### src/hdl/aqed_flow_cam_config.svh
`ifndef AQED_FLOW_CAM_CONFIG_SVH
`define AQED_FLOW_CAM_CONFIG_SVH

// bank partitioning of the flow id space
`define AQED_NUM_BANKS 4
`define AQED_BANK_BITS 2

// entries held by each bank CAM
`define AQED_BANK_ENTRIES 32
`define AQED_ENTRY_BITS 5

// every entry gets one invalidating write after reset
`define AQED_INIT_CYCLES `AQED_BANK_ENTRIES

`endif

### src/hdl/aqed_types_pkg.sv
`default_nettype none

`include "aqed_flow_cam_config.svh"

package aqed_types_pkg;

  typedef logic [6:0]                                     qid_t;
  typedef logic [15:0]                                    hid_t;
  typedef logic [`AQED_ENTRY_BITS-1:0]                    entry_t;
  typedef logic [`AQED_BANK_BITS-1:0]                     bank_t;
  // bank index sits above the entry index
  typedef logic [`AQED_BANK_BITS+`AQED_ENTRY_BITS-1:0]    fid_t;
  typedef logic [`AQED_BANK_ENTRIES-1:0]                  match_t;

  typedef enum logic [1:0] {
    op_ill     = 2'd0,
    op_lookup  = 2'd1,
    op_enq_wen = 2'd2,
    op_cmp_wen = 2'd3
  } aqed_op_e;

  typedef struct packed {
    aqed_op_e op;
    fid_t     fid;
    qid_t     qid;
    hid_t     hid;
  } aqed_req_t;

  typedef struct packed {
    aqed_op_e op;
    fid_t     fid;
    qid_t     qid;
    hid_t     hid;
    logic     hit;
    logic     vac;
  } aqed_rsp_t;

  typedef struct packed {
    logic double_hit;
    logic cmp_unset;
  } aqed_err_t;

  // cam key and stored entry
  typedef struct packed {
    qid_t qid;
    hid_t hid;
  } cam_key_t;

  typedef struct packed {
    logic     valid;
    cam_key_t key;
  } cam_entry_t;

endpackage

`default_nettype wire

### src/hdl/aqed_req_steer.sv
`timescale 1ns/1ns
`default_nettype none

`include "aqed_flow_cam_config.svh"

module aqed_req_steer
  import aqed_types_pkg::*;
(
  input  wire logic                 clk,
  input  wire logic                 rst_n,
  input  wire logic                 req_valid,
  input  wire aqed_req_t            req,
  output logic [`AQED_NUM_BANKS-1:0] bank_valid,
  output aqed_req_t                 bank_req
);

  bank_t tgt_bank;

  // lookups hash the key, writes already carry their bank in the fid
  always_comb begin
    if (req.op == op_lookup) begin
      tgt_bank = req.hid[`AQED_BANK_BITS-1:0] ^ req.qid[`AQED_BANK_BITS-1:0];
    end else begin
      tgt_bank = req.fid[`AQED_BANK_BITS+`AQED_ENTRY_BITS-1:`AQED_ENTRY_BITS];
    end
  end

  // one-hot bank select, illegal ops dropped here
  always_ff @(posedge clk or negedge rst_n) begin
    if (!rst_n) begin
      bank_valid <= '0;
    end else begin
      bank_valid <= '0;
      if (req_valid && (req.op != op_ill)) begin
        bank_valid[tgt_bank] <= 1'b1;
      end
    end
  end

  // request shared by all banks
  always_ff @(posedge clk) begin
    if (req_valid) begin
      bank_req <= req;
    end
  end

endmodule

`default_nettype wire

### config.mk
export PLATFORM = sky130hd
export DESIGN_NAME = aqed_req_steer
export DESIGN_NICKNAME = d
export VERILOG_FILES = /design/src/hdl/aqed_types_pkg.sv /design/src/hdl/aqed_req_steer.sv
export VERILOG_INCLUDE_DIRS = /design/src /design/src/hdl
export SDC_FILE = /design/constraint.sdc
export NUM_CORES = 1
export LEC_CHECK = 0
export BUFFER_PORTS_ARGS = -buffer_cell sky130_fd_sc_hd__buf_2
export CELL_PAD_IN_SITES_DETAIL_PLACEMENT = 0
export CELL_PAD_IN_SITES_GLOBAL_PLACEMENT = 1
export CORE_MARGIN = 2
export CORE_UTILIZATION = 33
export DETAILED_ROUTE_END_ITERATION = 10
export GPL_TIMING_DRIVEN = 0
export HOLD_SLACK_MARGIN = 0.1
export PLACE_DENSITY_LB_ADDON = 0.25
export SLEW_MARGIN = 20
export SYNTH_ARGS = -nofsm -noshare
export SYNTH_HDL_FRONTEND = slang
export SYNTH_SLANG_ARGS = --single-unit
### constraint.sdc
create_clock -name clk -period 0.8 [get_ports clk]
set_input_delay 0.16 -clock clk [delete_from_list [all_inputs] [get_ports clk]]
set_output_delay 0.16 -clock clk [all_outputs]
set_load 0.05 [all_outputs]
==> reports/qor.txt <==
CTS Buf Count - 5
Global-route wire length before repair - 4.402 mm
Critical path class - reg2out
Most frequent cells in the layout - buf_6 (37), dlygate4sd3_1 (33), buf_2 (33)
Total GRT Usage - 0.1493
Sequential Area - 1061 um2
Critical Path RT - 0.64 ns
Post-synthesis adder-cell area fraction - 0
Clk sinks - 36
Startpoint Class - register
CP Data Arrival Time - 0.92 ns
Xor and xnor area share after synthesis - 0.02256
Final cycle utilization of the critical path - 1.347
Number of global-route vias before repair - 909
Avg Inst Size Synth - 23.30 um2
Fin. max-slew vios - 0
ANT cells - 0
Distinct cells, synth - 11
Total Power - 4566 uW
# rows - 21
Crit path depth - 1
Setup bufs post-CTS - 0
Max Cap Viol - 0
Initial antenna violation count - 0
Layout area overhead - 90.01%
CTS tree - yes
Critical path buffers and inverters - 1
Hold Vio Cnt, Final - 0
IO Port Bufs - 70
Worst VDD drop - 0.001236 V
Total Nets Final - 195
Final WS setup - -0.2774 ns
Clock Tree Buf Depth - 2
Yosys Warn Count - 0
Worst path slowest cell - edfxtp_1
Slew HR - 0.8011
Setup TNS - -8.831 ns
Initial DRC Count - 17
First drt pass iteration count - 4
Crit path to - bank_req[3]
Number of vias per cell - 4.275
Simple logic cell fraction of the synthesized area - 0.02685
CP cell instances - buf_6
Critical Path Start - bank_req[3]$_DFFE_PP_
Post-Syn Nets - 85
Synthesized area - 1165 um2
Commonest non-fill, non-tap cell in the layout - buf_6
# setup viols final - 36
Max stage delay on crit path - 0.42 ns
Gpl congestion - 0.6632
Pwr dens - 2063 nW/um2
Die Wd - 63.41 um
Vias - 885
CP Max Fanout - 1
Final Routed Wirelength - 2.792 mm
Chip height - 63.41 um
Hold Path Class - in2async
Slew @ Worst Pin - 0.2984 ns
Fmax - 928.2 MHz
DRC viols - 0
Crit path capture type - output port
Grt total ovfl - 0
Compound-Gate Fraction of Synth Area - 0.01504
Violated checks - setup timing
Post-synthesis sequential area ratio - 0.9108
Core area - 3363 um2
Layout cells sized above 1 - 0.4969
Largest net degree at the start of global routing - 36
Outcome - finished, violations left
RSZ-0062 raised after global routing - yes
# H-tree levels - 2
Area of the multi-input gates - 102.6 um2
Delay-heaviest family, CP - flip-flops
Fillers - 268
Effective utilization at floorplan - 0.3464
Largest family of logic cells by synthesized area - simple AND/OR/NAND/NOR gates
Final Critical Period - 1.077 ns
Post-DP HPWL - 1.530 mm
Final core utilization - 0.6581
Seq cells post-synth - 36
Die footprint - 4021 um2
Routed WL per cell - 13.49 um
Clk root buf - clkbuf_4
Post-synthesis mux area share - 0.02148
Reg clk slew, reported paths - 0.10 ns
Post-Syn Instances - 50
Leakage - 0.0009489 uW
Io pins - 71
Final ANT Viol Nets - 0
[cell type report]
class,instances,area share
multi-input combinational,13,0.04635
sequential,36,0.4794
clock buffer,6,0.01865
inverter,1,0.001696
clock inverter,2,0.01583
timing repair buffer,103,0.4121
tap,46,0.02600
[logic make-up (layout without fill, tap and decap cells)]
logic type / Yosys count / in the layout
xor gates and xnor gates: 3 / 3
AOI/OAI and AO/OA: 2 / 2
muxes: 2 / 2
buffers and inverters: 1 / 112
and+or+nand+nor: 6 / 6
DFF: 36 / 36
[worst min-delay path by stage]
stage / from / end / slack, ns / cells after the start
after floorplan: rst_n / bank_valid[0]$_DFF_PN0_ / -0.14 / 0
after global placement: rst_n / bank_valid[3]$_DFF_PN0_ / -0.04 / 1
after detailed placement: rst_n / bank_valid[3]$_DFF_PN0_ / -0.03 / 1
after CTS: req[28] / bank_valid[1]$_DFF_PN0_ / 0.13 / 3
after global routing: req[28] / bank_valid[2]$_DFF_PN0_ / 0.14 / 3
final: rst_n / bank_valid[1]$_DFF_PN0_ / 0.16 / 2
[per-layer routing]
layer  GRT usage  vias to the layer above  share of wire
met4     0.06522                        0          0.016
met5           0                        -              0
met1      0.1514                      413           0.37
li1            -                      410              -
met2      0.2579                       56           0.50
met3     0.07321                        6           0.11
[per-stage QoR]
stage | cell area [um2] | worst slack (ns) | instances | hold slack [ns]
2_1_floorplan | 1167 | 0.007417 | 50 | -0.1356
3_3_place_gp | 1575 | -0.5024 | 166 | -0.03714
3_5_place_dp | 1575 | -0.5759 | 166 | -0.03238
4_1_cts | 2210 | -0.2816 | 207 | 0.1313
5_1_grt | 2213 | -0.3313 | 207 | 0.1422
6_report | 2213 | -0.2774 | 207 | 0.1550
[what timing repair did]
| item | 4_1_cts | 5_1_grt |
|---|---|---|
| hold buffers | 33 | 0 |
| hold endpoints to repair | 36 | 0 |
| gates cloned | 0 | 0 |
| setup endpoints to repair | 40 | 38 |
| gates resized for setup | 73 | 1 |
[synth_stat cells (all sizes together)]
| cell | n | area (um2) |
|---|---|---|
| mux2 | 1 | 15.01 |
| mux2i | 1 | 10.01 |
| dfrtp | 4 | 100.1 |
| nor2b | 1 | 6.260 |
| edfxtp | 32 | 960.9 |
| nor2 | 4 | 15.01 |
| and3b | 1 | 10.01 |
| xor2 | 2 | 17.52 |
| inv | 1 | 3.750 |
| xnor2 | 1 | 8.760 |
| a32oi | 2 | 17.52 |
[state kept, by name, summed over array words and instances (netlist names)]
register,cells
bank_req,32
bank_valid,4
[where the power goes]
part           internal (uW)  leakage (uW)  switching [uW]
clock network            655     0.0000422             535
registers               2210      0.000368            68.3
logic                    446      0.000539             656
total                   3310      0.000949            1260
(Power assumes the default switching activity.)
