### src/hdl/aqed_flow_cam_config.svh
`ifndef AQED_FLOW_CAM_CONFIG_SVH
`define AQED_FLOW_CAM_CONFIG_SVH

// bank partitioning of the flow id space
`define AQED_NUM_BANKS 4
`define AQED_BANK_BITS 2

// entries held by each bank CAM
`define AQED_BANK_ENTRIES 32
`define AQED_ENTRY_BITS 5

// every entry gets one invalidating write after reset
`define AQED_INIT_CYCLES `AQED_BANK_ENTRIES

`endif

### src/hdl/aqed_types_pkg.sv
`default_nettype none

`include "aqed_flow_cam_config.svh"

package aqed_types_pkg;

  typedef logic [6:0]                                     qid_t;
  typedef logic [15:0]                                    hid_t;
  typedef logic [`AQED_ENTRY_BITS-1:0]                    entry_t;
  typedef logic [`AQED_BANK_BITS-1:0]                     bank_t;
  // bank index sits above the entry index
  typedef logic [`AQED_BANK_BITS+`AQED_ENTRY_BITS-1:0]    fid_t;
  typedef logic [`AQED_BANK_ENTRIES-1:0]                  match_t;

  typedef enum logic [1:0] {
    op_ill     = 2'd0,
    op_lookup  = 2'd1,
    op_enq_wen = 2'd2,
    op_cmp_wen = 2'd3
  } aqed_op_e;

  typedef struct packed {
    aqed_op_e op;
    fid_t     fid;
    qid_t     qid;
    hid_t     hid;
  } aqed_req_t;

  typedef struct packed {
    aqed_op_e op;
    fid_t     fid;
    qid_t     qid;
    hid_t     hid;
    logic     hit;
    logic     vac;
  } aqed_rsp_t;

  typedef struct packed {
    logic double_hit;
    logic cmp_unset;
  } aqed_err_t;

  // cam key and stored entry
  typedef struct packed {
    qid_t qid;
    hid_t hid;
  } cam_key_t;

  typedef struct packed {
    logic     valid;
    cam_key_t key;
  } cam_entry_t;

endpackage

`default_nettype wire

### src/hdl/aqed_rsp_merge.sv
`timescale 1ns/1ns
`default_nettype none

`include "aqed_flow_cam_config.svh"

module aqed_rsp_merge
  import aqed_types_pkg::*;
(
  input  wire logic [`AQED_NUM_BANKS-1:0] bank_out_valid,
  input  wire aqed_rsp_t                  bank_rsp [`AQED_NUM_BANKS],
  input  wire aqed_err_t                  bank_err [`AQED_NUM_BANKS],
  input  wire logic [`AQED_NUM_BANKS-1:0] bank_notempty,
  input  wire logic [`AQED_NUM_BANKS-1:0] bank_init,
  input  wire logic                       clk,
  input  wire logic                       rst_n,
  output logic                            rsp_valid,
  output aqed_rsp_t                       rsp,
  output aqed_err_t                       err_pulse,
  output logic [`AQED_NUM_BANKS-1:0]      notempty,
  output logic                            init_active
);

  aqed_rsp_t sel_rsp;

  // banks share one latency so at most one is valid per cycle
  always_comb begin
    sel_rsp   = bank_rsp[0];
    err_pulse = '0;
    for (int b = 0; b < `AQED_NUM_BANKS; b++) begin
      if (bank_out_valid[b]) begin
        sel_rsp = bank_rsp[b];
      end
      err_pulse = err_pulse | bank_err[b];
    end
  end

  always_ff @(posedge clk or negedge rst_n) begin
    if (!rst_n) begin
      rsp_valid <= 1'b0;
    end else begin
      rsp_valid <= |bank_out_valid;
    end
  end

  always_ff @(posedge clk) begin
    if (|bank_out_valid) begin
      rsp <= sel_rsp;
    end
  end

  // status goes straight to the CSR block
  assign notempty    = bank_notempty;
  assign init_active = |bank_init;

endmodule

`default_nettype wire

### config.mk
export PLATFORM = sky130hd
export DESIGN_NAME = aqed_rsp_merge
export DESIGN_NICKNAME = d
export VERILOG_FILES = /design/src/hdl/aqed_types_pkg.sv /design/src/hdl/aqed_rsp_merge.sv
export VERILOG_INCLUDE_DIRS = /design/src /design/src/hdl
export SDC_FILE = /design/constraint.sdc
export NUM_CORES = 1
export LEC_CHECK = 0
export BUFFER_PORTS_ARGS = -buffer_cell sky130_fd_sc_hd__buf_2
export CORE_ASPECT_RATIO = 1.1
export CORE_UTILIZATION = 39
export DETAILED_ROUTE_END_ITERATION = 10
export GPL_TIMING_DRIVEN = 1
export PLACE_DENSITY = 0.87
export SYNTH_ARGS = -nofsm -noshare
export SYNTH_HDL_FRONTEND = slang
export SYNTH_SLANG_ARGS = --single-unit
### constraint.sdc
create_clock -name clk -period 0.85 [get_ports clk]
set_clock_uncertainty 0.15 [all_clocks]
set_input_delay 0.085 -clock clk [delete_from_list [all_inputs] [get_ports clk]]
set_output_delay 0.085 -clock clk [all_outputs]
set_load 0.1 [all_outputs]
==> results.txt <==
RSZ-0062 raised after global routing: yes
Measured slew at the worst slew-check pin: 0.327 ns
DRT iter0 DRCs: 95
Post-Synth XOR/XNOR Area: 0
Area fraction of the dominant cell type after synthesis: 0.438
Pwr per Cell Area: 1450 mW/mm^2
Fin worst setup slack: -0.329 ns
Multiplexer share of the synthesized area: 0.146
Final Hold Fails: 1
Post-synth top cells: edfxtp_1 (34), mux2i_1 (34), nor3b_1 (34)
Initial antenna violation count: 1
I/O Buffers: 191
Remaining global-route overflow: 0
Yosys warning total: 0
Chip height: 83.1 microns
Post-route ant nets: 0
Setup TNS: -23.50 ns
Post-DR wirelength/cell: 19.0 microns
Post-synthesis adder-cell area fraction: 0
Final critical-path required period: 1.18 ns
Area leader, netlist: edfxtp_1
Layout area overhead: 110%
Vias in the first global route: 2736
Setup Viol. Count Final: 107
Failing checks: negative hold slack, negative setup slack
Post-synthesis simple-gate area fraction: 0.215
Clock transition at path regs: 0.07 ns
Top FF cell, synth: edfxtp_1
Status: finished, violations left
Core footprint: 0.00577 sq mm
Largest net degree at the start of global routing: 30
DP HPWL: 6000 microns
Vias post-DR: 2600
Synthesized flop and latch total: 35
EDFF count, synth: 34
Compound-Gate Fraction of Synth Area: 0.125
Synth Area per Inst: 11.7 sq um
CP Launch Type: input port
Die Area: 0.00629 sq mm
Syn_nets: 357
Initial Util: 0.404
GP Congestion: 0.827
Chip Width: 75.7 microns
Clock buffer depth: 2
WL final: 9250 microns
Row cnt: 29
DRC Markers: 0
Critical path peak fanout: 9
Critical Path AT: 1.08 ns
Total track usage: 0.281
CP Capture Type: flop
Critical path class: input port to flop
Synth Instances: 199
Drt pass-1 iters: 4
Seq/Total Area, Yosys: 0.448
Leak Pwr: 2.13 nW
Slew Viols, Final: 0
Final non-filler cell total: 488
Mapped Area: 0.00233 sq mm
HP Class: input port to async pin
Setup WS pre-CTS: -0.492 ns
TritonCTS clock tree: yes
Maximum clock frequency: 0.848 GHz
CTS sink cnt: 35
Largest family of logic cells by synthesized area: simple AND/OR/NAND/NOR gates
Fin nets: 569
Layout cells sized above 1: 0.757
Max_cap viols: 0
CTS root buffer: clkbuf_8
Util after Layout: 0.848
Hold WS: -0.0401 ns
DP Cell Count: 464
Critical Path RT: 0.75 ns
Sequential Area: 0.00105 sq mm
IO Pins: 200
First-pass GRT wire length: 12900 microns
Filler cells: 284
VDD IR max: 0.907 mV
H-tree depth: 2
Diode count: 0
Relative slew margins: 0.782
Post-cts hold buffer count: 1
Num CTS Buffers: 5
Routed vias/inst: 5.33
Post-synthesis async set-or-reset flop share: 0.0286
Top post-synthesis cells by area: edfxtp_1 (44%), mux2i_1 (15%), nor3b_1 (11%)
Post-synthesis cell type count: 17
Period utilization: 1.39
Multi-input logic area: 0.00150 sq mm
==> registers in the layout, summed over array words and instances (netlist names) <==
signal,cells
rsp,34
rsp_valid,1
==> logic make-up (layout without fill, tap and decap cells) <==
kind of cell,after synthesis,in the layout
AO/OA/AOI/OAI,34,34
buffers and inverters,24,236
flip-flops,35,35
multiplexers,34,34
AND/OR/NAND/NOR,72,72
==> per-stage QoR <==
step                      power, mW  area (sq um)
after floorplan                4.23          2400
after global placement         5.48          4020
after global routing           7.31          4890
final                          7.10          4890
after detailed placement       5.55          4020
after CTS                      6.98          4690
==> repair_timing <==
action | CTS | global route
pin swaps | 9 | 24
resized for setup | 67 | 56
setup buffers | 9 | 1
setup endpoints to repair | 107 | 107
endpoints found under the hold margin | 1 | 1
cloned | 8 | 1
==> area by class of cell <==
type,count,share of cell area
Timing Repair Buffer,228,0.443
Multi-Input combinational cell,140,0.306
Sequential cell,35,0.215
Tap cell,77,0.0197
Clock buffer,5,0.0141
Clock inverter,2,0.00179
Inverter,1,0.000767
==> metal layers <==
| layer | vias to the layer above | global-route usage | part of all wire |
|---|---|---|---|
| li1 | 1178 | - | - |
| met1 | 1236 | 0.262 | 0.32 |
| met2 | 155 | 0.549 | 0.59 |
| met3 | 29 | 0.0583 | 0.062 |
| met4 | 2 | 0.126 | 0.034 |
| met5 | - | 0 | 0.0014 |
==> cells in the final DEF (no fill, tap or decap), types with 3 or more instances in the layout <==
cell type / Yosys / layout
a211oi_1: 26 / 5
a211oi_2: 7 / 28
buf_12: 0 / 46
buf_2: 4 / 145
buf_6: 5 / 23
buf_8: 0 / 6
clkbuf_8: 0 / 5
edfxtp_1: 34 / 34
mux2i_1: 34 / 16
mux2i_2: 0 / 15
mux2i_4: 0 / 3
nor2b_1: 33 / 33
nor3b_1: 34 / 9
nor3b_2: 0 / 22
nor3b_4: 0 / 3
or4_4: 1 / 4
==> worst max-delay path: stages <==
cell       delay (ns)
buf_8            0.10
or4_4            0.59
bufbuf_16        0.31
==> worst max path at each step <==
stage	start	to	slack, ns
6_report	bank_out_valid[1]	rsp[31]	-0.33
5_1_grt	rsp_valid	rsp_valid	-0.34
4_1_cts	rsp_valid	rsp_valid	-0.33
3_5_place_dp	bank_out_valid[0]	rsp[26]	-0.49
3_3_place_gp	bank_out_valid[0]	rsp[11]	-0.49
2_1_floorplan	bank_out_valid[3]	rsp[0]	-0.53
==> power by group <==
group	leakage (nW)	total, mW	switching [mW]	internal (mW)
Combinational	1.73	3.68	2.11	1.56
Clock	0.0414	1.14	0.590	0.546
Sequential	0.356	2.29	0.160	2.13
(Power assumes the default switching activity.)
