### config.mk
export PLATFORM = sky130hd
export DESIGN_NAME = aqed_bcam_core
export DESIGN_NICKNAME = d
export VERILOG_FILES = /design/src/hdl/aqed_types_pkg.sv /design/src/hdl/aqed_bcam_core.sv
export VERILOG_INCLUDE_DIRS = /design/src /design/src/hdl
export SDC_FILE = /design/constraint.sdc
export NUM_CORES = 1
export LEC_CHECK = 0
export CAP_MARGIN = 10
export CELL_PAD_IN_SITES_DETAIL_PLACEMENT = 0
export CELL_PAD_IN_SITES_GLOBAL_PLACEMENT = 2
export CORE_UTILIZATION = 45
export DETAILED_ROUTE_END_ITERATION = 7
export DONT_BUFFER_PORTS = 1
export MAX_ROUTING_LAYER = met4
export PLACE_DENSITY_LB_ADDON = 0.3
export SETUP_SLACK_MARGIN = 0.5
export SLEW_MARGIN = 20
export SYNTH_ARGS = -nofsm -noshare
export SYNTH_HDL_FRONTEND = slang
export SYNTH_SLANG_ARGS = --single-unit
### constraint.sdc
create_clock -name clk -period 6 [get_ports clk]
set_input_delay 0.9 -clock clk [delete_from_list [all_inputs] [get_ports clk]]
set_output_delay 0.9 -clock clk [all_outputs]
set_load 0.05 [all_outputs]
### src/hdl/aqed_flow_cam_config.svh
`ifndef AQED_FLOW_CAM_CONFIG_SVH
`define AQED_FLOW_CAM_CONFIG_SVH

// bank partitioning of the flow id space
`define AQED_NUM_BANKS 4
`define AQED_BANK_BITS 2

// entries held by each bank CAM
`define AQED_BANK_ENTRIES 32
`define AQED_ENTRY_BITS 5

// every entry gets one invalidating write after reset
`define AQED_INIT_CYCLES `AQED_BANK_ENTRIES

`endif

### src/hdl/aqed_types_pkg.sv
`default_nettype none

`include "aqed_flow_cam_config.svh"

package aqed_types_pkg;

  typedef logic [6:0]                                     qid_t;
  typedef logic [15:0]                                    hid_t;
  typedef logic [`AQED_ENTRY_BITS-1:0]                    entry_t;
  typedef logic [`AQED_BANK_BITS-1:0]                     bank_t;
  // bank index sits above the entry index
  typedef logic [`AQED_BANK_BITS+`AQED_ENTRY_BITS-1:0]    fid_t;
  typedef logic [`AQED_BANK_ENTRIES-1:0]                  match_t;

  typedef enum logic [1:0] {
    op_ill     = 2'd0,
    op_lookup  = 2'd1,
    op_enq_wen = 2'd2,
    op_cmp_wen = 2'd3
  } aqed_op_e;

  typedef struct packed {
    aqed_op_e op;
    fid_t     fid;
    qid_t     qid;
    hid_t     hid;
  } aqed_req_t;

  typedef struct packed {
    aqed_op_e op;
    fid_t     fid;
    qid_t     qid;
    hid_t     hid;
    logic     hit;
    logic     vac;
  } aqed_rsp_t;

  typedef struct packed {
    logic double_hit;
    logic cmp_unset;
  } aqed_err_t;

  // cam key and stored entry
  typedef struct packed {
    qid_t qid;
    hid_t hid;
  } cam_key_t;

  typedef struct packed {
    logic     valid;
    cam_key_t key;
  } cam_entry_t;

endpackage

`default_nettype wire

### src/hdl/aqed_bcam_core.sv
`timescale 1ns/1ns
`default_nettype none

`include "aqed_flow_cam_config.svh"

module aqed_bcam_core
  import aqed_types_pkg::*;
(
  input  wire logic      clk,
  input  wire logic      rst_n,
  input  wire bank_t     bank_id,
  input  wire logic      in_valid,
  input  wire aqed_req_t in_req,
  output logic           cam_wen,
  output entry_t         cam_waddr,
  output cam_entry_t     cam_wdata,
  output logic           cam_cen,
  output cam_key_t       cam_ckey,
  input  wire match_t    cam_match,
  output logic           out_valid,
  output aqed_rsp_t      out_rsp,
  output aqed_err_t      err,
  output logic           notempty,
  output logic           init_active
);

  typedef enum logic {
    st_init,
    st_run
  } init_state_e;

  init_state_e state;
  entry_t      init_cnt;
  match_t      vld_f;
  logic        p0_v;
  logic        p1_v;
  logic        p2_v;
  aqed_req_t   p0_req;
  aqed_req_t   p1_req;
  aqed_req_t   p2_req;
  match_t      hitv_f;
  logic        dbl_f;
  entry_t      p0_entry;
  logic        p0_lookup;
  logic        p0_enq;
  logic        p0_cmp;
  logic        hit;

  // priority encoder, lowest index wins
  function automatic entry_t lowest_set(input match_t v);
    entry_t idx;
    idx = '0;
    for (int i = `AQED_BANK_ENTRIES - 1; i >= 0; i--) begin
      if (v[i]) begin
        idx = entry_t'(i);
      end
    end
    return idx;
  endfunction

  // init sweep, one entry per cycle
  always_ff @(posedge clk or negedge rst_n) begin
    if (!rst_n) begin
      state    <= st_init;
      init_cnt <= '0;
    end else if (state == st_init) begin
      init_cnt <= init_cnt + 1'b1;
      if (init_cnt == entry_t'(`AQED_INIT_CYCLES - 1)) begin
        state <= st_run;
      end
    end
  end

  assign init_active = (state == st_init);

  assign p0_entry  = p0_req.fid[`AQED_ENTRY_BITS-1:0];
  assign p0_lookup = p0_v && (p0_req.op == op_lookup);
  assign p0_enq    = p0_v && (p0_req.op == op_enq_wen);
  assign p0_cmp    = p0_v && (p0_req.op == op_cmp_wen);

  // only lookups travel past p0
  always_ff @(posedge clk or negedge rst_n) begin
    if (!rst_n) begin
      p0_v  <= 1'b0;
      p1_v  <= 1'b0;
      p2_v  <= 1'b0;
      vld_f <= '0;
    end else begin
      p0_v <= in_valid && (state == st_run);
      p1_v <= p0_lookup;
      p2_v <= p1_v;
      if (p0_enq) begin
        vld_f[p0_entry] <= 1'b1;
      end
      if (p0_cmp) begin
        vld_f[p0_entry] <= 1'b0;
      end
    end
  end

  always_ff @(posedge clk) begin
    if (in_valid) begin
      p0_req <= in_req;
    end
    if (p0_lookup) begin
      p1_req <= p0_req;
    end
    // match vector arrives with p1
    if (p1_v) begin
      p2_req <= p1_req;
      hitv_f <= cam_match;
      dbl_f  <= |(cam_match & (cam_match - 1'b1));
    end
  end

  // the init sweep owns the write port until it finishes
  always_comb begin
    cam_wen             = p0_enq || p0_cmp;
    cam_waddr           = p0_entry;
    cam_wdata.valid     = p0_enq;
    cam_wdata.key.qid   = p0_req.qid;
    cam_wdata.key.hid   = p0_req.hid;
    if (state == st_init) begin
      cam_wen   = 1'b1;
      cam_waddr = init_cnt;
      cam_wdata = '0;
    end
  end

  assign cam_cen      = p0_lookup;
  assign cam_ckey.qid = p0_req.qid;
  assign cam_ckey.hid = p0_req.hid;

  // p2 result: hit index or allocation candidate
  always_comb begin
    hit         = |hitv_f;
    out_valid   = p2_v;
    out_rsp.op  = p2_req.op;
    out_rsp.qid = p2_req.qid;
    out_rsp.hid = p2_req.hid;
    out_rsp.hit = hit;
    out_rsp.vac = |(~vld_f);
    if (hit) begin
      out_rsp.fid = {bank_id, lowest_set(hitv_f)};
    end else begin
      out_rsp.fid = {bank_id, lowest_set(~vld_f)};
    end
  end

  always_comb begin
    err.double_hit = p2_v && dbl_f;
    err.cmp_unset  = p0_cmp && !vld_f[p0_entry];
  end

  assign notempty = |vld_f;

endmodule

`default_nettype wire

==> qor.csv <==
stage;metric;value;unit
power;Leakage Power;2.58;nW
worst_setup_path;crit start category;flop;
logic_synthesis;top post-synthesis cells by area;edfxtp_1 (49%), dfrtp_1 (15%), a21oi_1 (3.3%), nor2_1 (3.3%), buf_4 (2.8%);
drt;final WL;14700;um
logic_synthesis;sequential element share of the synthesized area;0.641;
global_routing;pin count of the biggest net entering global routing;60;
layout;Syn-to-layout area delta;8.74;%
run_status;status;finished clean;
layout;share of layout cells above drive strength 1;0.117;
floorplan;# IOs;162;
clock_tree;clock latency on the worst-skew pair;0.43;ns
clock_tree;Sink Count;154;
worst_setup_path;Top delay family on crit path;simple AND/OR/NAND/NOR gates;
drt;post-route ant nets;0;
clock_tree;Setup Buffers After CTS;0;
flow_run;Max-Cap Viols;0;
floorplan;Core Region;0.0148;mm^2
global_routing;initial antenna violation count;0;
logic_synthesis;Mapped Cells;557;
worst_setup_path;Crit path required time;5.10;ns
power;pwr/cell area;353;mW/mm^2
logic_synthesis;register bit total from synthesis;154;
timing;total negative slack;0;ns
logic_synthesis;area share of the largest cell type after synthesis;0.493;
timing;final setup fails;0;
layout;most common cell after layout, fill and taps aside;edfxtp_1;
logic_synthesis;Yosys Warn Count;0;
global_routing;grt ovf;0;
worst_setup_path;crit-path max cell delay;0.91;ns
global_routing;number of global-route vias before repair;4322;
worst_setup_path;WP data arrival;3.07;ns
timing;Fin. Hold Viols;0;
timing;Slew Limit Fails;0;
worst_setup_path;most frequent CP cell;nor2_1;
placement;Final GP Congestion;0.845;
power;Tot Pwr;2.65;mW
global_routing;first-pass GRT wire length;23200;um
logic_synthesis;mapped cell area;0.00689;mm^2
floorplan;die height;126;um
drt;vias;4336;
power;P_sw;0.736;mW
clock_tree;clock slew at reported path FFs;0.06;ns
placement;DP HPWL;10200;um
drt;drt via density;5.93;
layout;ANT cells;0;
logic_synthesis;Synth area leader;edfxtp_1;
drt;Remaining DRCs;0;
power;P_int;1.91;mW
worst_setup_path;Worst Path Buf+Inv;1;
timing;RSZ-0062 raised after global routing;no;
worst_setup_path;nature of the critical path endpoint;primary output;
logic_synthesis;Syn Nets;628;
timing;post-layout minimum cycle time;3.97;ns
placement;Placed Instance Area;0.00689;mm^2
clock_tree;CTS max path bufs;2;
floorplan;Die ar.;0.0158;mm^2
placement;I/O Buffers;0;
logic_synthesis;top_reg_cell synth;edfxtp_1;
global_routing;total track usage;0.198;
power;clock power share;0.411;
timing;Rel. slew slack;0.268;
worst_setup_path;crit-path max FO;4;
floorplan;num rows;44;
logic_synthesis;Mapped Avg Cell Area;12.4;um^2
timing;Tightest Pin Transition;1.10;ns
clock_tree;Root Buffer;clkbuf_16;
clock_tree;Inserted Clock Buffers;17;
power;Reg power frac;0.514;
floorplan;Initial Utilization;0.467;
layout;Layout Cell Area excl Fill;0.00749;mm^2
drt;Pre-antenna DRT Iters;5;
clock_tree;PostCTS Resize Cnt;0;
worst_hold_path;Hold Crit Class;in -> async;
power;IR drop worst, VDD;0.234;mV
worst_setup_path;Worst path slowest cell;o32ai_2;
worst_setup_path;kind of critical path;reg -> out;
logic_synthesis;distinct cell type count after synthesis;58;
timing;fin crit share;0.661;
clock_tree;CTS tree;built;
clock_tree;htree depth;4;
timing;fmax;0.252;GHz
logic_synthesis;asr flop ratio synth;0.266;
floorplan;DIE WIDTH;126;um
drt;initial DRC count;330;
clock_tree;hold_buf cts;0;
timing;Fin Clk Skew;0.0175;ns
power;sw frac;0.278;
layout;commonest non-fill, non-tap cells in the layout;edfxtp_1 (113), nor2_1 (58), a21oi_1 (46);
power;Gate power share;0.075;
drt;DR WL/cell;20.1;um
layout;Layout fillers;1277;
worst_setup_path;CP Cell Sequence;or4_1 > nor2_1 > nand3_1 > nor2_1 > inv_1 > o32ai_2;
logic_synthesis;number of synthesized flops with an enable pin;113;
layout;nets@finish;605;
## sequential cells by signal (all words and copies together) (netlist names), 2 cells and up
| name | count |
|---|---|
| hitv_f | 32 |
| cam_ckey | 23 |
| init_cnt | 5 |
| p1_req | 25 |
| out_rsp | 25 |
| p0_req | 2 |
| p0_entry | 5 |
| vld_f | 32 |
## synth_stat cells (3+ instances only)
master and number:
nand2b_1 3, mux2_2 7, a31oi_1 24, maj3_1 4, nor2_1 60, o31ai_1 4, and3_1 4, o21ai_0 15
a211oi_1 6, a21oi_1 46, edfxtp_1 113, nand2_1 27, xnor2_1 3, o211ai_1 4, nand4_1 8, or3_1 8
nor4_1 15, nor3_1 11, dfrtp_1 41, inv_1 19, buf_4 26, and2_1 26, mux4_2 8, or4_1 4
nand3_1 13, clkbuf_1 16
## power groups by stage
stage	Clock (mW)	Sequential [mW]	Combinational [mW]
6_report	1.09	1.36	0.199
5_1_grt	1.15	1.37	0.216
4_1_cts	1.11	1.36	0.201
3_5_place_dp	0	1.38	0.200
3_3_place_gp	0	1.38	0.197
2_1_floorplan	0	1.31	0.242
## area by class of cell
type	instances	area, um^2	share of cell area
Clock inverter	15	178	0.0237
Tap cell	184	230	0.0307
Inverter	19	71.3	0.00952
Clock buffer	17	425	0.0568
Multi-Input combinational cell	340	2150	0.287
Timing Repair Buffer	2	15.0	0.00200
Sequential cell	154	4420	0.590
## per-layer routing
| layer | up-vias | wire, um | global-route usage |
|---|---|---|---|
| li1 | 2044 | - | - |
| met2 | 181 | 6870 | 0.304 |
| met5 | - | 0 | - |
| met3 | 16 | 1190 | 0.0637 |
| met4 | 0 | 178 | 0.0652 |
| met1 | 2095 | 6460 | 0.250 |
## cells by family (layout without fill, tap and decap cells)
family / after synthesis / after routing / share of synthesized area
compound gates: 123 / 123 / 0.113
xor+xnor: 3 / 3 / 0.00381
simple gates: 192 / 192 / 0.144
fa+ha+maj: 6 / 6 / 0.00944
flops: 154 / 154 / 0.641
buf+inv: 63 / 53 / 0.0496
mux: 16 / 16 / 0.0390
## through the flow
stage	hold WS, ns	setup slack (ns)	instances	utilization
6_report	0.172	2.03	731	0.508
5_1_grt	0.147	1.85	731	0.508
4_1_cts	0.149	2.00	731	0.508
3_5_place_dp	0.406	2.46	699	0.467
3_3_place_gp	0.401	2.48	699	0.467
2_1_floorplan	0.400	2.45	557	-
## path summary, 6_finish.rpt
kind / startpoint / endpoint / slack [ns] / cells after the start
max reg2reg: p0_entry[0]$_DFFE_PP_ / vld_f[29]$_DFF_PN0_ / 3.78 / 4
min: rst_n / init_cnt[0]$_DFFE_PN0N_ / 0.17 / 0
max: hitv_f[21]$_DFFE_PP_ / out_rsp[27] / 2.03 / 6
min reg2reg: p1_req[4]$_DFFE_PP_ / out_rsp[6]$_DFFE_PP_ / 0.42 / 0
min in group clk: p1_req[4]$_DFFE_PP_ / out_rsp[6]$_DFFE_PP_ / 0.42 / 0
max in group asynchronous: rst_n / p1_v$_DFF_PN0_ / 5.73 / 0
No activity file was read; power rests on OpenSTA's default activity.
