$ cat config.mk
export PLATFORM = sky130hd
export DESIGN_NAME = aqed_csr_apb
export DESIGN_NICKNAME = d
export VERILOG_FILES = /design/src/hdl/aqed_types_pkg.sv /design/src/hdl/aqed_csr_pkg.sv /design/src/hdl/aqed_csr_apb.sv
export VERILOG_INCLUDE_DIRS = /design/src /design/src/hdl
export SDC_FILE = /design/constraint.sdc
export NUM_CORES = 1
export LEC_CHECK = 0
export BUFFER_PORTS_ARGS = -buffer_cell sky130_fd_sc_hd__buf_2
export CORE_AREA = 2 2 85 87
export CTS_BUF_LIST = sky130_fd_sc_hd__clkbuf_2
export CTS_CLUSTER_DIAMETER = 50
export DETAILED_ROUTE_END_ITERATION = 6
export DIE_AREA = 0 0 87 89
export PLACE_DENSITY = 0.81
export SLEW_MARGIN = 10
export SYNTH_ARGS = -nofsm -noshare
export SYNTH_HDL_FRONTEND = slang
export SYNTH_SLANG_ARGS = --single-unit
export TNS_END_PERCENT = 10
$ cat constraint.sdc
create_clock -name clk -period 2.7 [get_ports clk]
set_input_delay 0.54 -clock clk [delete_from_list [all_inputs] [get_ports clk]]
set_output_delay 0.54 -clock clk [all_outputs]
set_load 0.02 [all_outputs]
$ cat src/hdl/aqed_flow_cam_config.svh
`ifndef AQED_FLOW_CAM_CONFIG_SVH
`define AQED_FLOW_CAM_CONFIG_SVH

// bank partitioning of the flow id space
`define AQED_NUM_BANKS 4
`define AQED_BANK_BITS 2

// entries held by each bank CAM
`define AQED_BANK_ENTRIES 32
`define AQED_ENTRY_BITS 5

// every entry gets one invalidating write after reset
`define AQED_INIT_CYCLES `AQED_BANK_ENTRIES

`endif

$ cat src/hdl/aqed_types_pkg.sv
`default_nettype none

`include "aqed_flow_cam_config.svh"

package aqed_types_pkg;

  typedef logic [6:0]                                     qid_t;
  typedef logic [15:0]                                    hid_t;
  typedef logic [`AQED_ENTRY_BITS-1:0]                    entry_t;
  typedef logic [`AQED_BANK_BITS-1:0]                     bank_t;
  // bank index sits above the entry index
  typedef logic [`AQED_BANK_BITS+`AQED_ENTRY_BITS-1:0]    fid_t;
  typedef logic [`AQED_BANK_ENTRIES-1:0]                  match_t;

  typedef enum logic [1:0] {
    op_ill     = 2'd0,
    op_lookup  = 2'd1,
    op_enq_wen = 2'd2,
    op_cmp_wen = 2'd3
  } aqed_op_e;

  typedef struct packed {
    aqed_op_e op;
    fid_t     fid;
    qid_t     qid;
    hid_t     hid;
  } aqed_req_t;

  typedef struct packed {
    aqed_op_e op;
    fid_t     fid;
    qid_t     qid;
    hid_t     hid;
    logic     hit;
    logic     vac;
  } aqed_rsp_t;

  typedef struct packed {
    logic double_hit;
    logic cmp_unset;
  } aqed_err_t;

  // cam key and stored entry
  typedef struct packed {
    qid_t qid;
    hid_t hid;
  } cam_key_t;

  typedef struct packed {
    logic     valid;
    cam_key_t key;
  } cam_entry_t;

endpackage

`default_nettype wire

$ cat src/hdl/aqed_csr_pkg.sv
`default_nettype none

package aqed_csr_pkg;

  typedef logic [7:0]  apb_addr_t;
  typedef logic [31:0] apb_data_t;

  typedef struct packed {
    logic      psel;
    logic      penable;
    logic      pwrite;
    apb_addr_t paddr;
    apb_data_t pwdata;
  } apb_req_t;

  typedef struct packed {
    apb_data_t prdata;
    logic      pready;
    logic      pslverr;
  } apb_rsp_t;

  // register map
  localparam apb_addr_t reg_status   = 8'h00;
  localparam apb_addr_t reg_err      = 8'h04;
  localparam apb_addr_t reg_hit_cnt  = 8'h08;
  localparam apb_addr_t reg_miss_cnt = 8'h0C;

  // field positions
  localparam int unsigned status_init_bit     = 0;
  localparam int unsigned status_notempty_lsb = 4;
  localparam int unsigned err_double_hit_bit  = 0;
  localparam int unsigned err_cmp_unset_bit   = 1;

endpackage

`default_nettype wire

$ cat src/hdl/aqed_csr_apb.sv
`timescale 1ns/1ns
`default_nettype none

`include "aqed_flow_cam_config.svh"

module aqed_csr_apb
  import aqed_types_pkg::*;
  import aqed_csr_pkg::*;
(
  input  wire logic                       clk,
  input  wire logic                       rst_n,
  input  wire apb_req_t                   apb_req,
  output apb_rsp_t                        apb_rsp,
  input  wire logic                       rsp_valid,
  input  wire logic                       rsp_hit,
  input  wire aqed_err_t                  err_pulse,
  input  wire logic [`AQED_NUM_BANKS-1:0] notempty,
  input  wire logic                       init_active
);

  typedef enum logic {
    apb_idle,
    apb_access
  } apb_state_e;

  apb_state_e                  state;
  logic                        access;
  logic                        wr_en;
  logic                        addr_ok;
  logic [31:0]                 rdata;
  logic [$bits(aqed_err_t)-1:0] err_q;
  logic [$bits(aqed_err_t)-1:0] err_set;
  logic [$bits(aqed_err_t)-1:0] err_clr;
  logic [31:0]                 hit_cnt;
  logic [31:0]                 miss_cnt;

  // setup phase moves to access, access always returns to idle
  always_ff @(posedge clk or negedge rst_n) begin
    if (!rst_n) begin
      state <= apb_idle;
    end else if (state == apb_idle) begin
      if (apb_req.psel && !apb_req.penable) begin
        state <= apb_access;
      end
    end else begin
      state <= apb_idle;
    end
  end

  assign access = (state == apb_access) && apb_req.psel && apb_req.penable;
  assign wr_en  = access && apb_req.pwrite;

  always_comb begin
    rdata   = '0;
    addr_ok = 1'b1;
    case (apb_req.paddr)
      reg_status: begin
        rdata[status_init_bit] = init_active;
        rdata[status_notempty_lsb +: `AQED_NUM_BANKS] = notempty;
      end
      reg_err:      rdata[$bits(aqed_err_t)-1:0] = err_q;
      reg_hit_cnt:  rdata = hit_cnt;
      reg_miss_cnt: rdata = miss_cnt;
      default:      addr_ok = 1'b0;
    endcase
  end

  // no wait states
  assign apb_rsp.prdata  = access ? rdata : '0;
  assign apb_rsp.pready  = access;
  assign apb_rsp.pslverr = access && !addr_ok;

  // a new error wins over a clear in the same cycle
  always_comb begin
    err_set                     = '0;
    err_set[err_double_hit_bit] = err_pulse.double_hit;
    err_set[err_cmp_unset_bit]  = err_pulse.cmp_unset;
    err_clr                     = '0;
    if (wr_en && (apb_req.paddr == reg_err)) begin
      err_clr = apb_req.pwdata[$bits(aqed_err_t)-1:0];
    end
  end

  always_ff @(posedge clk or negedge rst_n) begin
    if (!rst_n) begin
      err_q    <= '0;
      hit_cnt  <= '0;
      miss_cnt <= '0;
    end else begin
      err_q <= (err_q & ~err_clr) | err_set;
      // only lookups produce responses
      if (rsp_valid && rsp_hit) begin
        hit_cnt <= hit_cnt + 1'b1;
      end
      if (rsp_valid && !rsp_hit) begin
        miss_cnt <= miss_cnt + 1'b1;
      end
    end
  end

endmodule

`default_nettype wire

==> run metrics, run 1 <==
status=complete, no violations; initial DRC count=135; crit start category=primary input; first-pass GRT wire length=13.0 mm; Max Buffers Root-to-Sink=2; Synth Instances=361; flops & latches, synth=67; Final Skew=0.0225 ns; area leader, netlist=dfrtp_1; cell with the most instances after synthesis=dfrtp_1; Worst Tran Pin Value=0.397 ns; CP max-delay cell=or4_4; Static Leak=0.00214 uW; ys async rst share=1.00; I/O pin total=88; RSZ-0062 raised after global routing=no; CTS tree=yes; core area=6720 um2; Distinct cells, synth=36; Synth area leaders=dfrtp_1 (45%), xor2_1 (9.3%), mux2i_1 (7.1%); Die ar.=7740 um2; FP Rows=30; Overall Global Routing Usage=0.218; worst slack, placed=0.153 ns; Initial Util=0.549; Max Freq=0.395 GHz; P&R area growth vs syn=12.1%; Tot Pwr=2020 uW; CTS buffer count=9; setup tns final=0 ns; GP Congestion=0.819; post-route antenna net violation count=0; fin crit period=2.53 ns; Post-Syn Area=3690 um2; Worst Path Arrival=1.99 ns; Die H=89 um; Post-synth EDFFs=0; largest net degree at the start of global routing=68; PwrDens=488 nW/um2; layout cells sized above 1=0.214; Via density=5.50; PortBufs=57; Reg clk slew, reported paths=0.18 ns; DRT Pass-1 Iters=4; Worst IR Drop VDD=0.288 mV; Main synth FF type=dfrtp_1; CP required=2.16 ns; initial antenna violation count=0; leading post-synthesis cells by instance count=dfrtp_1 (67), nor2_1 (48), xor2_1 (39), nand2_1 (31), mux2i_1 (26); crit path capture type=output pin; Synth Warn #=0; drc violations=0; clk sinks=67; Setup Viol. Count Final=0; worst min path class=primary input to asynchronous set/reset pin; routed wire length=7.66 mm; WL/cell=15.2 um; total gr overflow=0; Final Slew Violations=0; hold violation count in the final report=0; Seq/Total Area, Yosys=0.455; Die Width=87 um; Hold-fix buffers, CTS=0; synthesized area per cell=10.2 um2; relative slew slack=0.733; H-Tree Depth=3; critical path cell sequence=buf_2 > or4_4 > nor4_4 > nand2_4 > nor2_1 > buf_2; max incr delay on CP=0.54 ns; # diodes=0; part of the cycle the worst path needs=0.938; layout net count=478; maximum capacitance violations=0; syn nets=417; Worst Path Max Fanout=26; PostCTS Resize Cnt=0; PnR worst setup slack=0.168 ns; dpl hpwl=5.47 mm; worst-skew pair later-pin latency=0.50 ns; post-synth top area share=0.455; vias in the first global route=2699; Setup Fix Bufs, Post-CTS=0; via count=2775; Setup CP Type=primary input to output pin; Clock Tree Root=clkbuf_2; CP most frequent cell=buf_2; fillers=578
-- sequential cells by signal (all words and copies together), names as in the netlist --
| name | flops |
|---|---|
| state | 1 |
| miss_cnt | 32 |
| err_q | 2 |
| hit_cnt | 32 |
-- report_power, final --
part	switching, uW	internal, uW	total [uW]
Sequential	122	1090	1210
Combinational	119	142	261
Clock	352	194	546
-- per-layer routing --
layer  GRT usage  part of all wire  vias up
li1            -                 -     1367
met1       0.302              0.48     1340
met2       0.346              0.47       57
met3      0.0305             0.032       11
met4      0.0938             0.018        0
met5           0                 0        -
-- critical path, delay by kind of cell --
| kind | cells | cell delay (ns) |
|---|---|---|
| buffers and inverters | 2 | 0.28 |
| AND/OR/NAND/NOR | 4 | 1.17 |
-- worst paths after layout --
| check | from | end | slack (ns) | depth (start not counted) |
|---|---|---|---|---|
| worst max-delay path | apb_req[37] | apb_rsp[33] | 0.17 | 6 |
| worst min-delay path | rst_n | state | 0.02 | 2 |
| worst min register to register | state | state | 0.46 | 1 |
| max in group asynchronous | rst_n | hit_cnt[6] | 2.40 | 2 |
| worst max register to register | miss_cnt[0] | miss_cnt[30] | 0.85 | 5 |
| min in group clk | apb_req[41] | state | 0.18 | 2 |
-- layout by cell type, fill, tap and decap left out, types with 3 or more instances in the layout --
cell / n
a22oi_1: 4
and2_1: 4
and3_1: 12
and4_1: 7
buf_2: 57
buf_4: 5
clkbuf_2: 9
clkinv_1: 3
dfrtp_1: 67
inv_1: 8
mux2_2: 7
mux2i_1: 26
nand2_1: 31
nand3_1: 12
nand4_1: 12
nor2_1: 48
nor2b_1: 3
nor3_1: 15
nor4_1: 11
nor4_2: 3
xnor2_1: 23
xor2_1: 39
-- per-stage QoR --
stage	hold slack [ns]	cell area, um2	instances	utilization
floorplan	0.244	3690	361	-
global placement	0.418	4040	491	0.602
detailed placement	0.421	4040	491	0.602
CTS	0.0160	4130	505	0.615
global route	0.0374	4130	505	0.615
finish	0.0237	4130	505	0.615
-- logic make-up after synthesis --
family,share of synthesized area
AOI/OAI and AO/OA,0.0136
xor gates and xnor gates,0.147
adders and majority gates,0.00679
buffers and inverters,0.0319
DFF,0.455
muxes,0.0981
and+or+nand+nor,0.248
-- layout make-up --
| type | instances | area, um2 | share of cell area |
|---|---|---|---|
| multi-input cells | 273 | 1890 | 0.458 |
| flip-flops and latches | 67 | 1680 | 0.406 |
| repair buffers | 63 | 343 | 0.0829 |
| well taps | 80 | 100 | 0.0242 |
| clock inverters | 5 | 46.3 | 0.0112 |
| clock buffers | 9 | 45.0 | 0.0109 |
| inverters | 8 | 30.0 | 0.00726 |
Power figures use the tool's default switching activity.
==> inputs of run 2 (changes only) <==
--- a/config.mk
+++ b/config.mk
@@ -7,12 +7,11 @@
 export NUM_CORES = 1
 export LEC_CHECK = 0
 export BUFFER_PORTS_ARGS = -buffer_cell sky130_fd_sc_hd__buf_2
-export CORE_AREA = 2 2 85 87
+export CORE_AREA = 2 2 114 116
 export CTS_BUF_LIST = sky130_fd_sc_hd__clkbuf_2
 export CTS_CLUSTER_DIAMETER = 50
 export DETAILED_ROUTE_END_ITERATION = 6
-export DIE_AREA = 0 0 87 89
-export PLACE_DENSITY = 0.81
+export DIE_AREA = 0 0 116 118
 export SLEW_MARGIN = 10
 export SYNTH_ARGS = -nofsm -noshare
 export SYNTH_HDL_FRONTEND = slang
==> run metrics, run 2 (synthesis results as in run 1) <==
cell internal pwr=1360 uW (-4.6%); Die Width=116 um (+33%); setup tns final=0 ns (unchanged); crit path capture type=output pin; clock share of power=0.263 (-0.008); crit start category=primary input; Worst Tran Pin Value=0.626 ns (+0.229 ns); Largest regs=hit_cnt x32, miss_cnt x32, err_q x2; Setup CP Type=primary input to output pin; Reg clk slew, reported paths=0.22 ns (+0.04 ns); core area=12400 um2 (+85%); Hold Path Stages=2; Final Slew Violations=0 (unchanged); Initial Util=0.297 (-0.252); Net Sw Power=645 uW (+8.7%); Hold Path End=state; layout cells sized above 1=0.235 (+0.0208); Worst IR Drop VDD=0.274 mV (-5.0%); H-Tree Depth=3 (unchanged); PwrDens=467 nW/um2 (-4.3%); Inst Count DP=583 (+19%); Die ar.=13700 um2 (+77%); layout net count=481 (+0.63%); largest net degree at the start of global routing=29 (-57%); first-pass GRT wire length=13.8 mm (+6.8%); vias in the first global route=2812 (+4.2%); reg2reg path depth=5 (unchanged); initial DRC count=80 (-41%); Overall Global Routing Usage=0.127 (-0.0908); Max Freq=0.382 GHz (-3.3%); RSZ-0062 raised after global routing=no; drc violations=0 (unchanged); register area=1680 um2 (unchanged); Reg power frac=0.602 (+0.002); routed wire length=8.52 mm (+11%); maximum capacitance violations=0 (unchanged); worst min path class=primary input to flip-flop; I/O pin total=88 (unchanged); P&R area growth vs syn=16.4%; total gr overflow=0 (unchanged); commonest non-fill, non-tap cell in the layout=dfrtp_1; fillers=1322 (+130%); Hold Path Origin=apb_req[41]; FP Rows=41 (+37%); part of the cycle the worst path needs=0.970 (+0.0320); r2r setup slk=0.87 ns (+0.02 ns); Gate power share=0.134 (+0.005); initial antenna violation count=0 (unchanged); post-route antenna net violation count=0 (unchanged); status=complete, no violations; CP required=2.16 ns (about the same); Via density=4.62 (-16%); relative slew slack=0.582 (-0.150); hold violation count in the final report=0 (unchanged); CTS tree=yes; Clock Tree Root=clkbuf_2; Worst Path Max Fanout=13 (-50%); Non-Filler Instances=602 (+19%); Die H=118 um (+33%); # diodes=0 (unchanged); via count=2779 (+0.14%); fin crit period=2.62 ns (+0.0865 ns); WL/cell=14.1 um (-6.7%); Worst Path Arrival=2.08 ns (+0.09 ns); PortBufs=57 (unchanged); Critical R2R Capture=miss_cnt[30]; DRT Pass-1 Iters=4 (unchanged); Final Skew=0.0483 ns (+0.0258 ns); dpl hpwl=6.04 mm (+11%); GP Congestion=0.765 (-6.6%); area of the multi-input gates=1910 um2 (+0.99%); most frequent cells in the layout=dfrtp_1 (67), buf_2 (57), nor2_1 (45); switching portion of total power=0.322 (+0.0279); CTS buffer count=9 (unchanged); Max Buffers Root-to-Sink=2 (unchanged); Setup Viol. Count Final=0 (unchanged); RR Startpoint=miss_cnt[0]; worst-skew pair later-pin latency=0.52 ns (+0.02 ns); Static Leak=0.00216 uW (+0.81%); clk sinks=67 (unchanged)
-- run 2: cell count changes in the layout (fill, tap and decap cells not counted), sizes merged --
cell / delta
inv: +2
clkinv: -1
bufinv: -1
nand2: +1
buf: +1
dlygate4sd3: +1
clkinvlp: +2
-- run 2: through the flow --
| step | worst slack, ns | hold slack, ns | total power, uW | cell area, um2 | util |
|---|---|---|---|---|---|
| after global placement | 0.109 | 0.423 | 1480 | 4160 | 0.335 |
| after CTS | 0.0287 | 0.0926 | 2020 | 4260 | 0.343 |
| final | 0.0818 | 0.152 | 2000 | 4290 | 0.346 |
| after floorplan | 0.271 | 0.244 | 1390 | 3690 | - |
| after global routing | 0.00425 | 0.0881 | 2120 | 4290 | 0.346 |
| after detailed placement | 0.0830 | 0.420 | 1490 | 4160 | 0.335 |
-- run 2: per-layer routing --
| metal | up-vias | GRT usage | wire, um |
|---|---|---|---|
| li1 | 1386 | - | - |
| met3 | 13 | 0.0252 | 262 |
| met2 | 39 | 0.202 | 4060 |
| met1 | 1341 | 0.171 | 4060 |
| met4 | 0 | 0.0469 | 136 |
| met5 | - | 0 | 0 |
-- run 2: cell type report --
cell class / count / area share
clock inverters: 7 / 0.0120
repair buffers: 65 / 0.0840
clock buffers: 9 / 0.0105
well taps: 172 / 0.0502
multi-input cells: 274 / 0.446
inverters: 8 / 0.00700
flip-flops and latches: 67 / 0.391
-- run 2: critical path, stage by stage --
cell	delay (ns)
buf_2	0.09
or4_4	0.55
nor4_4	0.21
buf_4	0.20
nand2_4	0.14
nor2_1	0.16
buf_2	0.18
-- run 2: worst max path at each step --
stage	start	to	slack (ns)	cells after the start
after floorplan	apb_req[37]	apb_rsp[13]	0.27	5
after global placement	apb_req[37]	apb_rsp[5]	0.11	6
after detailed placement	apb_req[37]	apb_rsp[10]	0.08	6
after CTS	state	apb_rsp[10]	0.03	5
after global routing	apb_req[37]	apb_rsp[22]	0.004	7
final	apb_req[37]	apb_rsp[18]	0.08	7
-- run 2: power groups by stage --
stage	Clock, uW	Combinational [uW]	Sequential, uW
6_report	528	269	1210
5_1_grt	589	304	1230
4_1_cts	542	272	1210
3_5_place_dp	0	270	1220
3_3_place_gp	0	259	1220
2_1_floorplan	0	206	1180
-- run 2: repair_timing --
action | CTS | global route
gates resized for setup | 0 | 4
buffers inserted | 0 | 1
endpoints found under the hold margin | 13 | 0
setup endpoints to repair | 0 | 24
hold buffers | 1 | 0
==> inputs of run 3 (changes only) <==
--- a/config.mk
+++ b/config.mk
@@ -7,12 +7,11 @@
 export NUM_CORES = 1
 export LEC_CHECK = 0
 export BUFFER_PORTS_ARGS = -buffer_cell sky130_fd_sc_hd__buf_2
-export CORE_AREA = 2 2 114 116
+export CORE_AREA = 3 3 115 117
 export CTS_BUF_LIST = sky130_fd_sc_hd__clkbuf_2
 export CTS_CLUSTER_DIAMETER = 50
 export DETAILED_ROUTE_END_ITERATION = 6
-export DIE_AREA = 0 0 116 118
-export SLEW_MARGIN = 10
+export DIE_AREA = 0 0 118 120
 export SYNTH_ARGS = -nofsm -noshare
 export SYNTH_HDL_FRONTEND = slang
 export SYNTH_SLANG_ARGS = --single-unit
==> run metrics, run 3 (synthesis results as in run 1) <==
status=complete, no violations; Reg clk slew, reported paths=0.20 ns (-0.02 ns); Critical R2R Capture=hit_cnt[30]; PwrDens=501 nW/um2 (+7.2%); Worst Path Arrival=2.11 ns (+0.03 ns); most frequent cells in the layout=dfrtp_1 (67), buf_2 (57), nor2_1 (47); initial antenna violation count=1 (+1); Largest regs=hit_cnt x32, miss_cnt x32, err_q x2; WL/cell=14.4 um (+1.9%); Final Skew=0.0324 ns (-0.0160 ns); final core occ=0.345 (about the same); RSZ-0062 raised after global routing=yes; CTS buffer count=9 (unchanged); crit start category=primary input; initial DRC count=129 (+61%); vias in the first global route=2738 (-2.6%); CTS tree=yes; dpl hpwl=6.08 mm (+0.59%); P&R area growth vs syn=16.8%; drc violations=0 (unchanged); worst min path class=primary input to flip-flop; Clock Tree Root=clkbuf_2; GP Congestion=0.774 (+1.1%); PortBufs=57 (unchanged); r2r setup slk=0.83 ns (-0.04 ns); first-pass GRT wire length=13.9 mm (+0.45%); crit path capture type=output pin; largest net degree at the start of global routing=27 (-6.9%); Setup CP Type=primary input to output pin; worst-skew pair later-pin latency=0.52 ns (about the same); Worst Path Max Fanout=13 (unchanged); routed wire length=8.69 mm (+2.1%); Die H=120 um (+1.7%); maximum capacitance violations=0 (unchanged); layout cells sized above 1=0.228 (-0.00698); Final Slew Violations=0 (unchanged); Static Leak=0.00217 uW (+0.56%); setup tns final=0 ns (unchanged); Hold Path Stages=2 (unchanged); Hold Path End=state; I/O pin total=88 (unchanged); core area=12500 um2 (+0.41%); H-Tree Depth=3 (unchanged); RR Startpoint=hit_cnt[0]; clk sinks=67 (unchanged); Die Width=118 um (+1.7%); DRT Pass-1 Iters=4 (unchanged); part of the cycle the worst path needs=0.983 (+0.0129); hold violation count in the final report=0 (unchanged); commonest non-fill, non-tap cell in the layout=dfrtp_1; via count=2774 (-0.18%); Overall Global Routing Usage=0.122 (-0.00530); post-route antenna net violation count=0 (unchanged); total gr overflow=0 (unchanged); Initial Util=0.296 (-0.00122); Worst IR Drop VDD=0.175 mV (-36%); CP required=2.16 ns (about the same); layout net count=481 (unchanged); Setup Viol. Count Final=0 (unchanged); Max Buffers Root-to-Sink=2 (unchanged); FP Rows=41 (unchanged); fin crit period=2.65 ns (+0.0348 ns); Via density=4.60 (-0.35%); Die ar.=14200 um2 (+3.4%); relative slew slack=0.647 (+0.0643); reg2reg path depth=5 (unchanged); Hold Path Origin=apb_req[41]; Worst Tran Pin Value=0.530 ns (-0.0965 ns); Max Freq=0.377 GHz (-1.3%)
[run 3: changes by cell type in the layout (fill, tap and decap cells not counted), sizes merged]
cell,before,now
clkbuf,9,11
inv,10,8
diode,0,1
clkinvlp,2,0
bufinv,0,2
[run 3: worst max-delay path by stage]
stage	from	endpoint	depth (start not counted)	slack, ns
2_1_floorplan	apb_req[37]	apb_rsp[13]	5	0.27
3_3_place_gp	apb_req[37]	apb_rsp[5]	6	0.09
3_5_place_dp	apb_req[37]	apb_rsp[10]	6	0.07
4_1_cts	state	apb_rsp[10]	5	0.06
5_1_grt	apb_req[37]	apb_rsp[25]	7	-0.05
6_report	apb_req[37]	apb_rsp[12]	7	0.05
[run 3: per-layer routing]
metal	vias to the layer above	routed length (um)	GRT usage
met1	1331	4240	0.166
li1	1383	-	-
met2	46	4050	0.192
met3	14	238	0.0203
met4	0	167	0.0557
met5	-	0	0
[run 3: worst max-delay path, cell delays in order]
cell and delay, ns:
buf_2 0.09, or4_4 0.55, nor4_4 0.21, buf_4 0.20
nand2_4 0.15, nor2_1 0.18, buf_2 0.18
[run 3: stage by stage]
stage                     instances  hold WS (ns)  setup WS, ns  power (uW)  area, um2
after floorplan                 361         0.244         0.271        1390       3690
after global placement          583         0.421        0.0930        1470       4150
after detailed placement        583         0.422        0.0684        1480       4150
after CTS                       600         0.123        0.0596        2170       4290
after global routing            603         0.109       -0.0490        2270       4310
final                           603         0.154        0.0470        2160       4310
[run 3: what timing repair did]
item	in CTS	in global routing
gates resized for setup	0	1
hold buffers	1	0
endpoints found under the hold margin	20	0
setup endpoints to repair	0	26
setup buffers	0	1
[run 3: layout make-up]
cell class,instances,area (um2)
antenna,1,2.50
timing repair buffer,65,348
fill,1285,8160
tap,172,215
sequential,67,1680
inverter,8,30.0
clock buffer,11,55.1
clock inverter,5,77.6
multi-input combinational,274,1900
[run 3: where the power goes]
group          total (uW)  internal (uW)  switching [uW]
Clock                 692            312             380
Combinational         259            141             118
Sequential           1210           1090             117
